File: src/hw/tlbPkg.sv
`default_nettype none

package tlbPkg;

  ////////////////////////////////////////////////////////////
  // Encodings
  ////////////////////////////////////////////////////////////

  // Translation scheme as held in the satp MODE field
  // Sv32 is not built, so only these three codes are legal
  typedef enum logic [3:0] {
    modeBare = 4'd0,
    modeSv39 = 4'd8,
    modeSv48 = 4'd9
  } satpModeE;

  // Privilege levels in the core's two-bit encoding
  localparam logic [1:0] privModeU = 2'd0;
  localparam logic [1:0] privModeS = 2'd1;
  localparam logic [1:0] privModeM = 2'd3;

  // Bit positions within the low byte of a PTE
  // V sits at bit 0 and G at bit 5 and neither is looked at here
  localparam int pteBitR = 1;
  localparam int pteBitW = 2;
  localparam int pteBitX = 3;
  localparam int pteBitU = 4;
  localparam int pteBitA = 6;
  localparam int pteBitD = 7;

  ////////////////////////////////////////////////////////////
  // Bundles
  ////////////////////////////////////////////////////////////

  // Status and satp fields the translation depends on
  typedef struct packed {
    satpModeE   satpMode;
    logic       mxr;
    logic       sum;
    logic       mprv;
    logic [1:0] mpp;
    logic [1:0] privMode;
  } tlbCsrT;

  // A load or store address from the core
  typedef struct packed {
    logic [63:0] vaddr;
    logic        read;
    logic        write;
    logic        disableTranslation;
  } tlbReqT;

  // One 4 KiB mapping to load into the table
  // Under Sv39 only vpn[26:0] is meaningful and vpn[35:27] is zero
  typedef struct packed {
    logic [35:0] vpn;
    logic [43:0] ppn;
    logic [7:0]  pteBits;
  } tlbFillT;

  // Request plus the decisions made in the first stage
  typedef struct packed {
    tlbReqT     req;
    logic [1:0] effPriv;
    logic       translate;
    logic       sv39;
  } tlbStage1T;

  // First-stage bundle plus the outcome of the table lookup
  typedef struct packed {
    tlbStage1T   s1;
    logic        camHit;
    logic [43:0] ppn;
    logic [7:0]  pteBits;
  } tlbStage2T;

  // Result handed back to the load/store unit
  typedef struct packed {
    logic        hit;
    logic        miss;
    logic        pageFault;
    logic        translate;
    logic [55:0] paddr;
  } tlbRespT;

endpackage

`default_nettype wire

File: src/hw/tlbRequestStage.sv
`timescale 1ns/1ps
`default_nettype none

module tlbRequestStage
  import tlbPkg::*;
(
  input  logic      clk,
  input  logic      rstN,
  input  tlbCsrT    csr,
  input  logic      reqValid,
  input  tlbReqT    req,
  output logic      s1Valid,
  output tlbStage1T s1
);

  // Privilege the access is checked against
  logic [1:0] effPriv;

  // High when the address goes through the page tables
  logic translate;

  // Selects the 27-bit VPN compare in the lookup stage
  logic sv39;

  //////////////////////////////////////////////////////////////
  // Mode and privilege decode
  //////////////////////////////////////////////////////////////

  // With MPRV set, loads and stores run at the privilege held in MPP
  // This is a data-side block, so the rule applies unconditionally
  assign effPriv = csr.mprv ? csr.mpp : csr.privMode;

  // M mode always sees physical addresses, as does Bare mode
  // The core may also bypass translation per request, e.g. for the walker
  assign translate = (csr.satpMode != modeBare) &&
                     (effPriv != privModeM) &&
                     !req.disableTranslation;

  // Anything translating that is not Sv39 is treated as Sv48
  assign sv39 = (csr.satpMode == modeSv39);

  //////////////////////////////////////////////////////////////
  // Stage register
  //////////////////////////////////////////////////////////////

  // Valid is the only control state in this stage
  always_ff @(posedge clk or negedge rstN) begin
    if (!rstN) begin
      s1Valid <= 1'b0;
    end else begin
      s1Valid <= reqValid;
    end
  end

  // Payload only moves when a request is strobed
  always_ff @(posedge clk) begin
    if (reqValid) begin
      s1.req       <= req;
      s1.effPriv   <= effPriv;
      s1.translate <= translate;
      s1.sv39      <= sv39;
    end
  end

  // The satp mode must be one of the three built schemes whenever the core
  // issues an access; an Sv32 or reserved code would be read as Sv48 downstream
  assert property (@(posedge clk) disable iff (!rstN)
    reqValid |-> csr.satpMode inside {modeBare, modeSv39, modeSv48})
    else $error("satp mode 0x%0h is not a supported scheme", csr.satpMode);

endmodule

`default_nettype wire

File: src/hw/tlbCam.sv
`timescale 1ns/1ps
`default_nettype none

module tlbCam
  import tlbPkg::*;
#(
  parameter int TLB_ENTRIES = 8
) (
  input  logic      clk,
  input  logic      rstN,
  input  logic      s1Valid,
  input  tlbStage1T s1,
  input  logic      fillValid,
  input  tlbFillT   fill,
  input  logic      flush,
  output logic      s2Valid,
  output tlbStage2T s2
);

  // Width of the replacement pointer
  localparam int PTR_W = $clog2(TLB_ENTRIES);

  // Round-robin replacement only wraps cleanly on a power of two
  if (TLB_ENTRIES < 2 || (TLB_ENTRIES & (TLB_ENTRIES - 1)) != 0) begin : gBadEntries
    $error("TLB_ENTRIES must be a power of two and at least 2");
  end

  // Entry state of the table
  logic [TLB_ENTRIES-1:0] entryValid;
  logic [35:0]            entryVpn [TLB_ENTRIES];
  logic [43:0]            entryPpn [TLB_ENTRIES];
  logic [7:0]             entryPte [TLB_ENTRIES];

  // Next entry to be overwritten by a fill
  logic [PTR_W-1:0] fillPtr;

  // One bit per entry that matches the current lookup
  logic [TLB_ENTRIES-1:0] matchVec;

  // Translation of the selected entry
  logic [43:0] hitPpn;
  logic [7:0]  hitPte;

  //////////////////////////////////////////////////////////////
  // Fill, flush and replacement
  //////////////////////////////////////////////////////////////

  // A flush wins over a fill in the same cycle
  // The fill is then dropped and the pointer stays where it is
  always_ff @(posedge clk or negedge rstN) begin
    if (!rstN) begin
      entryValid <= '0;
      fillPtr    <= '0;
    end else if (flush) begin
      entryValid <= '0;
    end else if (fillValid) begin
      entryValid[fillPtr] <= 1'b1;
      fillPtr             <= fillPtr + 1'b1;
    end
  end

  // Mapping fields follow the same write rule as the valid bit
  always_ff @(posedge clk) begin
    if (fillValid && !flush) begin
      entryVpn[fillPtr] <= fill.vpn;
      entryPpn[fillPtr] <= fill.ppn;
      entryPte[fillPtr] <= fill.pteBits;
    end
  end

  //////////////////////////////////////////////////////////////
  // Associative match
  //////////////////////////////////////////////////////////////

  // VPN[26:0] covers Sv39 and is always compared
  // VPN[35:27] only takes part under Sv48
  for (genvar i = 0; i < TLB_ENTRIES; i++) begin : gMatch
    logic lowEq;
    logic highEq;

    assign lowEq       = (entryVpn[i][26:0] == s1.req.vaddr[38:12]);
    assign highEq      = (entryVpn[i][35:27] == s1.req.vaddr[47:39]);
    assign matchVec[i] = entryValid[i] && lowEq && (s1.sv39 || highEq);
  end

  // Walk from the top so that the lowest matching index is the one kept
  always_comb begin
    hitPpn = '0;
    hitPte = '0;
    for (int i = TLB_ENTRIES - 1; i >= 0; i--) begin
      if (matchVec[i]) begin
        hitPpn = entryPpn[i];
        hitPte = entryPte[i];
      end
    end
  end

  //////////////////////////////////////////////////////////////
  // Stage register
  //////////////////////////////////////////////////////////////

  always_ff @(posedge clk or negedge rstN) begin
    if (!rstN) begin
      s2Valid <= 1'b0;
    end else begin
      s2Valid <= s1Valid;
    end
  end

  // Lookup result travels with the request it belongs to
  always_ff @(posedge clk) begin
    if (s1Valid) begin
      s2.s1      <= s1;
      s2.camHit  <= |matchVec;
      s2.ppn     <= hitPpn;
      s2.pteBits <= hitPte;
    end
  end

  // The fill source must never load a page that is already resident,
  // otherwise two entries would answer for one address
  assert property (@(posedge clk) disable iff (!rstN)
    s1Valid |-> $onehot0(matchVec))
    else $error("Multiple TLB entries match vaddr 0x%0h", s1.req.vaddr);

endmodule

`default_nettype wire

File: src/hw/tlbControl.sv
`timescale 1ns/1ps
`default_nettype none

module tlbControl
  import tlbPkg::*;
(
  input  logic      clk,
  input  logic      rstN,
  input  logic      s2Valid,
  input  tlbStage2T s2,
  input  tlbCsrT    csr,
  input  logic      flush,
  output logic      respValid,
  output tlbRespT   resp
);

  // Virtual address of the access under check
  logic [63:0] va;

  // A read or a write is actually being made
  logic access;

  // Unpacked PTE permission and status bits
  logic pteR;
  logic pteW;
  logic pteX;
  logic pteU;
  logic pteA;
  logic pteD;

  // Individual fault causes
  logic improperPriv;
  logic invalidRead;
  logic invalidWrite;
  logic daFault;
  logic upperFault;

  // Sign extension checks for each scheme
  logic canon39;
  logic canon48;

  // Response before the output register
  tlbRespT respNext;

  assign va     = s2.s1.req.vaddr;
  assign access = s2.s1.req.read || s2.s1.req.write;

  assign pteR = s2.pteBits[pteBitR];
  assign pteW = s2.pteBits[pteBitW];
  assign pteX = s2.pteBits[pteBitX];
  assign pteU = s2.pteBits[pteBitU];
  assign pteA = s2.pteBits[pteBitA];
  assign pteD = s2.pteBits[pteBitD];

  //////////////////////////////////////////////////////////////
  // Permission checks
  //////////////////////////////////////////////////////////////

  // U mode may only touch U pages
  // S mode may touch U pages only while SUM is set
  assign improperPriv = ((s2.s1.effPriv == privModeU) && !pteU) ||
                        ((s2.s1.effPriv == privModeS) && pteU && !csr.sum);

  // With MXR set, executable pages also count as readable
  assign invalidRead = s2.s1.req.read && !pteR && !(csr.mxr && pteX);

  assign invalidWrite = s2.s1.req.write && !pteW;

  // A and D are not updated in hardware, so software takes a fault instead
  assign daFault = !pteA || (s2.s1.req.write && !pteD);

  // Bits above bit 38 under Sv39 or above bit 47 under Sv48 must copy that bit
  assign canon39    = (&va[63:38]) || !(|va[63:38]);
  assign canon48    = (&va[63:47]) || !(|va[63:47]);
  assign upperFault = s2.s1.sv39 ? !canon39 : !canon48;

  //////////////////////////////////////////////////////////////
  // Response forming
  //////////////////////////////////////////////////////////////

  // Hit does not depend on translate, so a Bare access can still report one
  assign respNext.hit = s2.camHit && access;

  // Flush is sampled in the cycle the response is formed, so the response
  // registered at the flush edge never asks for a walk of stale state
  assign respNext.miss = !respNext.hit && !flush && s2.s1.translate && access;

  assign respNext.pageFault = s2.s1.translate && respNext.hit &&
                              (improperPriv || invalidRead || invalidWrite ||
                               daFault || upperFault);

  assign respNext.translate = s2.s1.translate;

  // 44-bit PPN over the page offset gives the 56-bit physical address
  assign respNext.paddr = s2.s1.translate ? {s2.ppn, va[11:0]} : va[55:0];

  //////////////////////////////////////////////////////////////
  // Output register
  //////////////////////////////////////////////////////////////

  always_ff @(posedge clk or negedge rstN) begin
    if (!rstN) begin
      respValid <= 1'b0;
    end else begin
      respValid <= s2Valid;
    end
  end

  always_ff @(posedge clk) begin
    if (s2Valid) begin
      resp <= respNext;
    end
  end

  // A presented response never reports a hit and a miss together
  assert property (@(posedge clk) disable iff (!rstN)
    respValid |-> !(resp.hit && resp.miss))
    else $error("Response 0x%0h reports hit and miss together", resp.paddr);

endmodule

`default_nettype wire

File: src/hw/dataTlb.sv
`timescale 1ns/1ps
`default_nettype none

module dataTlb
  import tlbPkg::*;
#(
  parameter int TLB_ENTRIES = 8
) (
  input  logic    clk,
  input  logic    rstN,
  input  tlbCsrT  csr,
  input  logic    reqValid,
  input  tlbReqT  req,
  input  logic    fillValid,
  input  tlbFillT fill,
  input  logic    flush,
  output logic    respValid,
  output tlbRespT resp
);

  // Request stage to lookup stage
  logic      s1Valid;
  tlbStage1T s1;

  // Lookup stage to check stage
  logic      s2Valid;
  tlbStage2T s2;

  ////////////////////////////////////////////////////////////
  // Three-stage chain, one cycle per stage
  ////////////////////////////////////////////////////////////

  // Decodes privilege and translate for the incoming access
  tlbRequestStage requestStage (
    .clk      (clk),
    .rstN     (rstN),
    .csr      (csr),
    .reqValid (reqValid),
    .req      (req),
    .s1Valid  (s1Valid),
    .s1       (s1)
  );

  // Holds the entries and looks the page up
  tlbCam #(
    .TLB_ENTRIES (TLB_ENTRIES)
  ) cam (
    .clk       (clk),
    .rstN      (rstN),
    .s1Valid   (s1Valid),
    .s1        (s1),
    .fillValid (fillValid),
    .fill      (fill),
    .flush     (flush),
    .s2Valid   (s2Valid),
    .s2        (s2)
  );

  // Hit, miss and fault decision plus the physical address
  tlbControl control (
    .clk       (clk),
    .rstN      (rstN),
    .s2Valid   (s2Valid),
    .s2        (s2),
    .csr       (csr),
    .flush     (flush),
    .respValid (respValid),
    .resp      (resp)
  );

endmodule

`default_nettype wire

File: config.mk
export PLATFORM = sky130hd
export DESIGN_NAME = dataTlb
export DESIGN_NICKNAME = d
export VERILOG_FILES = /design/src/hw/tlbPkg.sv /design/src/hw/tlbRequestStage.sv /design/src/hw/tlbCam.sv /design/src/hw/tlbControl.sv /design/src/hw/dataTlb.sv
export SDC_FILE = /design/constraint.sdc
export NUM_CORES = 1
export LEC_CHECK = 0
export BUFFER_PORTS_ARGS = -buffer_cell sky130_fd_sc_hd__buf_2
export CAP_MARGIN = 10
export CORE_UTILIZATION = 50
export CTS_CLUSTER_SIZE = 24
export DETAILED_ROUTE_END_ITERATION = 16
export PLACE_DENSITY = 0.68
export SETUP_SLACK_MARGIN = 0.1
export SYNTH_ARGS = -nofsm -noshare
export SYNTH_HDL_FRONTEND = slang
export SYNTH_SLANG_ARGS = --single-unit
File: constraint.sdc
create_clock -name clk -period 15.8 [get_ports clk]
set_input_delay 2.37 -clock clk [delete_from_list [all_inputs] [get_ports clk]]
set_output_delay 2.37 -clock clk [all_outputs]
set_load 0.03 [all_outputs]
==> results of run 1 <==
## critical path: cells and delay by family
kind                   cells  cell delay, ns
AND/OR/NAND/NOR            3            1.69
buffers and inverters      2            1.06
## worst max-delay path by stage
stage	endpoint	slack, ns	cells past startpoint
after floorplan	cam.entryPpn[2][0]	6.45	3
after global placement	cam.entryPpn[6][20]	10.32	5
after detailed placement	cam.entryPpn[6][21]	10.20	5
after CTS	cam.entryPpn[6][21]	10.87	5
after global routing	cam.entryPpn[6][21]	10.73	5
final	cam.entryVpn[6][30]	10.83	5
## synthesized netlist by cell type, types with 3 or more instances
cell	number	area, um2
a211oi_1	26	195
nor3_1	41	205
nor4b_1	3	26.3
buf_2	29	145
inv_1	4	15.0
nand2_1	212	796
a22oi_1	3	22.5
buf_6	10	113
mux2_2	47	529
a21oi_1	5	25.0
a311oi_1	25	219
a41oi_1	6	52.6
buf_4	3	22.5
nor4_1	113	707
nand4_1	116	726
o221ai_1	49	429
o2111a_1	23	259
or4_1	31	233
edfxtp_1	939	28200
nand3_1	28	140
a22oi_2	20	250
nor2_1	115	432
xor2_1	148	1300
a21o_1	30	225
nand2b_1	3	18.8
xnor2_1	142	1240
mux2i_1	25	250
a22o_1	25	219
dfrtp_1	14	350
clkbuf_1	126	473
## final cells by class
type	instances	area, um2	area share (%)
sequential	953	28600	65.6
multi-input combinational	1265	8910	20.5
clock buffer	124	2610	6.01
timing repair buffer	295	1640	3.78
tap	969	1210	2.79
clock inverter	52	541	1.24
inverter	4	15.0	0.0345
antenna	5	12.5	0.0288
## metrics by stage
step / util (%) / cell area (um2) / hold slack, ns
finish: 58.0 / 43500 / 0.416
global placement: 53.8 / 40300 / 0.402
CTS: 58.0 / 43500 / 0.418
detailed placement: 53.8 / 40300 / 0.405
floorplan: - / 38100 / 0.400
global route: 58.0 / 43500 / 0.424
## logic make-up after synthesis
family                   Yosys count
AO/OA/AOI/OAI                    225
XOR/XNOR                         290
adder cells (fa/ha/maj)            1
buffers and inverters            174
flip-flops                       953
multiplexers                      72
AND/OR/NAND/NOR                  677
## sequential cells by signal, indices dropped and copies added (netlist names)
signal and count:
cam.entryValid 8, cam.entryPpn 352, requestStage.s1 70, requestStage.s1Valid 1, control.respValid 1, cam.s2 121, cam.entryVpn 288, cam.s2Valid 1
control.resp 60, cam.fillPtr 3, cam.entryPte 48
## power groups by stage
| stage | clock [uW] | sequential, uW | combinational (uW) |
|---|---|---|---|
| after floorplan | 0 | 3140 | 210 |
| after global placement | 0 | 3130 | 385 |
| after detailed placement | 0 | 3140 | 398 |
| after CTS | 2310 | 3090 | 400 |
| after global routing | 2400 | 3100 | 424 |
| final | 2290 | 3090 | 401 |
## cells in the final DEF, fill, tap and decap left out, types with 21 or more instances in the layout
| cell type | instances |
|---|---|
| mux2_2 | 47 |
| xor2_1 | 148 |
| nand3_1 | 28 |
| o221ai_1 | 49 |
| clkinv_2 | 21 |
| or4_1 | 30 |
| a211oi_1 | 26 |
| buf_2 | 228 |
| buf_4 | 67 |
| clkbuf_1 | 22 |
| nor2_1 | 109 |
| a22o_1 | 25 |
| nand2_1 | 212 |
| a311oi_1 | 25 |
| o2111a_1 | 23 |
| clkbuf_16 | 100 |
| xnor2_1 | 142 |
| edfxtp_1 | 939 |
| mux2i_1 | 25 |
| a21o_1 | 30 |
| nand4_1 | 116 |
| nor4_1 | 110 |
| nor3_1 | 36 |
## routing by layer
metal	vias to the layer above	wire, um
li1	9758	-
met1	11500	39600
met2	1367	49400
met3	272	10400
met4	8	3160
met5	-	59
==> qor.yml, run 1 <==
outcome: "finished clean"
hold_depth: 0
area_delta_synth_final_pct: 14.3
power.density_nw_per_um2: 133
power.internal_uw: 4440
r2r-start: "requestStage.s1[30]"
synth_top_family_by_area: "simple AND/OR/NAND/NOR gates"
synth_edf_count: 939
nFillCells: 5705
clock_skew_ns: 0.0300
grt_pass1_vias: 22900
die_h_um: 278
r2r_cells: 8
use_met1_pct: 35.6
grt_pass1_wl_mm: 149
drt_iter0_drc: 2692
synth-async-reset-ratio_pct: 1.47
wl_mm: 103
clk_path_buf_depth: 3
swShare_pct: 23.1
rsz0062_at_grt: "false"
gp_congestion: 0.789
holdCritStartpoint: "requestStage.s1[2]"
grt_start_max_net_pins: 81
syn_nets: 2564
drv_slew: 0
synth.cell_area_um2: 38100
htree_levels: 3
finalCritPeriodShare_pct: 31.5
routedWlPerCell_um: 28.0
core-area_um2: 74900
grt-ovfl-total: 0
syn_area_per_cell_um2: 15.9
gr-usage-met3_pct: 5.47
start_util_pct: 50.8
synth-xor-area-share_pct: 6.67
critPathKind: "input pin to flip-flop"
switching_power_uw: 1330
hpwl_mm: 58.9
hold_path_end: "cam.s2[55]"
num_vias: 22900
fmax_mhz: 201
cap_violations: 0
clock_latency_ns: 0.67
seq_area_frac_synth_pct: 75.0
p_comb_share_pct: 6.9
ctsHoldBuffers: 0
r2r_slack_ns: 11.32
grt.met2_usage_pct: 43.0
root_buffer: "clkbuf_16"
path_cells: "buf_2, nor2b_1, nand2_1, nor2_4, buf_4"
stdcell_count: 3667
cts_made_buffers: 98
die_x_um: 278
top_usage_layer: "met2"
leakage_uw: 0.0144
synthSimpleGateAreaFrac_pct: 8.96
finalSetupViolCount: 0
synth.area.mux_share_pct: 2.05
slowest_stage: "nor2_4"
finalSetupTns_ns: 0
grt_use_total_pct: 26.4
synth_compound_area_share_pct: 5.26
timing.final.ws_setup_ns: 10.83
vdd_ir_drop_max_uv: 105
cts_setup_buffers: 0
ys_warn_count: 0
post_cts_resized: 0
cp-start-kind: "input pin"
worstPathArrival_ns: 5.24
startpoint: "flush"
rows: 100
r2r_end: "cam.s2[1]"
clkSinkCount: 953
firstDrtPassIters: 6
ys_types: 51
total_power_uw: 5770
pre_cts_ws_ns: 10.20
clkPwrFrac_pct: 39.6
crit_path_end_kind: "flip-flop"
dp_cells: 3486
worstHoldPathType: "flip-flop to flip-flop"
antenna_found_initial: 12
syn_inst: 2392
dieArea_um2: 77200
worstMarginPinSlew_ns: 1.20
antenna_left: 0
synth_flop_cell: "edfxtp_1"
slew_headroom_pct: 20.3
final_hold_viol_count: 0
pin_count: 232
tritoncts: "built"
ys_ff_latch: 953
required_ns: 16.07
route.detailed.drc: 0
min_period_ns: 4.97
path_clk_slew_ns: 0.06
synth_fa_ha_area_share_pct: 0.0329
nets: 2789
pwr-share-seq_pct: 53.5
numPortBuffers: 229
viasPerCell: 6.23
post_route_cells_drive_above_1_share_pct: 19.8
max_stage_delay_ns: 0.97
cp_max_fo: 52
No activity file was read; power rests on OpenSTA's default activity.
==> run 2, diff against run 1 <==
Clock period 15.8 ns to 5 ns, I/O delays scaled along.
==> run 2 against run 1 <==
Combinational power rose to 3.1 times the previous value. First-iteration DRC count up 11%. Hold slack worse by 0.39 ns. Largest cell class unchanged. Critical path depth up 2. Highest routed layer unchanged. Sequential cell count unchanged. Global-route usage up 0.23 points. Largest power group unchanged.
==> qor.yml, run 2 (synthesis gave the netlist of run 1 again) <==
crit_path_end_kind: "flip-flop"
dp_cells: 3489  # +0.086%
power.density_nw_per_um2: 415  # +210%
clkSinkCount: 953  # unchanged
post_route_cells_drive_above_1_share_pct: 19.7  # -0.13 points
die_x_um: 278  # unchanged
dieArea_um2: 77200  # unchanged
hpwl_mm: 60.1  # +2.1%
cts_setup_buffers: 0  # unchanged
route.detailed.drc: 0  # unchanged
antenna_found_initial: 12  # unchanged
finalSetupTns_ns: 0  # unchanged
largest_reg_flops: 352  # unchanged
clk_path_buf_depth: 3  # unchanged
r2r_end: "cam.s2[9]"
grt_pass1_vias: 22700  # -0.73%
pin_count: 232  # unchanged
core-area_um2: 74900  # unchanged
cp_max_fo: 25  # -52%
finalSetupViolCount: 0  # unchanged
reg.largest.list: "cam.entryPpn (352), cam.entryVpn (288), cam.s2 (121)"
wl_mm: 103  # about the same
leakage_uw: 0.0143  # -0.20%
critPathKind: "flip-flop to flip-flop"
r2r-start: "requestStage.s1[41]"
max_flop_register: "cam.entryPpn"
cts_made_buffers: 96  # -2.0%
grt-ovfl-total: 0  # unchanged
viasPerCell: 6.22  # -0.18%
grt_pass1_wl_mm: 151  # +1.0%
outcome: "finished clean"
finalCritPeriodShare_pct: 82.4
numPortBuffers: 229  # unchanged
total_power_uw: 18100  # +210%
r2r_slack_ns: 0.88  # -10.44 ns
area_delta_synth_final_pct: 14.3  # about the same
gp_congestion: 0.830  # +5.2%
r2r_cells: 7  # -1
slew_headroom_pct: 20.5  # +0.27 points
stdcell_area_um2: 43500  # about the same
rows: 100  # unchanged
drt_iter0_drc: 2976  # +11%
htree_levels: 3  # unchanged
routedWlPerCell_um: 28.0  # -0.15%
start_util_pct: 50.8  # unchanged
path_clk_slew_ns: 0.06  # about the same
fmax_mhz: 243
worstPathArrival_ns: 4.60  # -0.64 ns
cp-start-kind: "flip-flop"
pre_cts_ws_ns: 0.935  # -9.27 ns
grt_use_total_pct: 26.7  # +0.23 points
required_ns: 5.48  # -10.59 ns
final_hold_viol_count: 0  # unchanged
worstMarginPinSlew_ns: 1.19  # -0.00398 ns
cap_violations: 0  # unchanged
num_vias: 22900  # +0.0087%
worstHoldPathType: "input pin to asynchronous set/reset pin"
antenna_left: 0  # unchanged
stdcell_count: 3674  # +0.19%
timing.final.ws_setup_ns: 0.880  # -9.95 ns
clock_skew_ns: 0.0223  # -0.00770 ns
clock_latency_ns: 0.66  # about the same
tritoncts: "built"
vdd_ir_drop_max_uv: 421  # +300%
drv_slew: 0  # unchanged
firstDrtPassIters: 5  # -1
final_cell_mix: "939 x edfxtp_1, 228 x buf_2, 212 x nand2_1"
nFillCells: 5608  # -1.7%
startpoint: "requestStage.s1[41]"
min_period_ns: 4.12
nets: 2790  # +0.036%
ctsHoldBuffers: 0  # unchanged
mostFrequentLayoutCell: "edfxtp_1"
die_h_um: 278  # unchanged
root_buffer: "clkbuf_16"
placed_area_um2: 40400  # +0.27%
grt_start_max_net_pins: 88  # +8.6%
crit_end: "cam.s2[9]"
post_cts_resized: 0  # unchanged
rsz0062_at_grt: "false"
run 2: layer usage:
layer  track usage [%]  part of all wire (%)  up-vias
li1                  -                     -     9773
met1              37.1                    39    11400
met2              42.6                    47     1397
met3              5.41                    11      243
met4              7.95                   2.8       10
met5                 0                 0.063        -
run 2: per-stage QoR:
step / hold slack [ns] / utilization [%]
2_1_floorplan: 0.400 / -
3_3_place_gp: 0.402 / 54.0
3_5_place_dp: 0.405 / 54.0
4_1_cts: 0.0127 / 58.1
5_1_grt: 0.0387 / 58.1
6_report: 0.0289 / 58.1
run 2: area by class of cell:
cell class / instances / area, um2 / share of cell area (%)
Clock buffer: 126 / 2630 / 6.04
Timing Repair Buffer: 298 / 1740 / 4.00
Sequential cell: 953 / 28600 / 65.6
Clock inverter: 50 / 432 / 0.992
Antenna cell: 9 / 22.5 / 0.0517
Multi-Input combinational cell: 1265 / 8920 / 20.5
Inverter: 4 / 15.0 / 0.0345
Tap cell: 969 / 1210 / 2.79
run 2: how the worst min path moves through the flow:
stage                             end  slack [ns]  depth (start not counted)
detailed placement        cam.s2[119]        0.40                          0
global placement           cam.s2[55]        0.40                          0
floorplan                 cam.s2[108]        0.40                          0
global route        cam.entryValid[2]        0.04                          1
finish              cam.entryValid[6]        0.03                          1
CTS                 cam.entryValid[6]        0.01                          1
run 2: critical path, stage by stage, from the launching register on:
cell      delay [ns]
edfxtp_1        0.83
xor2_1          0.14
nor4_1          0.49
nand4_1         0.45
or4b_2          0.84
a211o_2         0.67
o2111a_1        0.35
a22oi_1         0.16
run 2: report_power, final:
part / leakage (uW) / internal (uW) / switching, uW / total, uW
combinational: 0.00395 / 383 / 873 / 1260
clock: 0.00149 / 4060 / 2970 / 7020
sequential: 0.00889 / 9450 / 330 / 9780
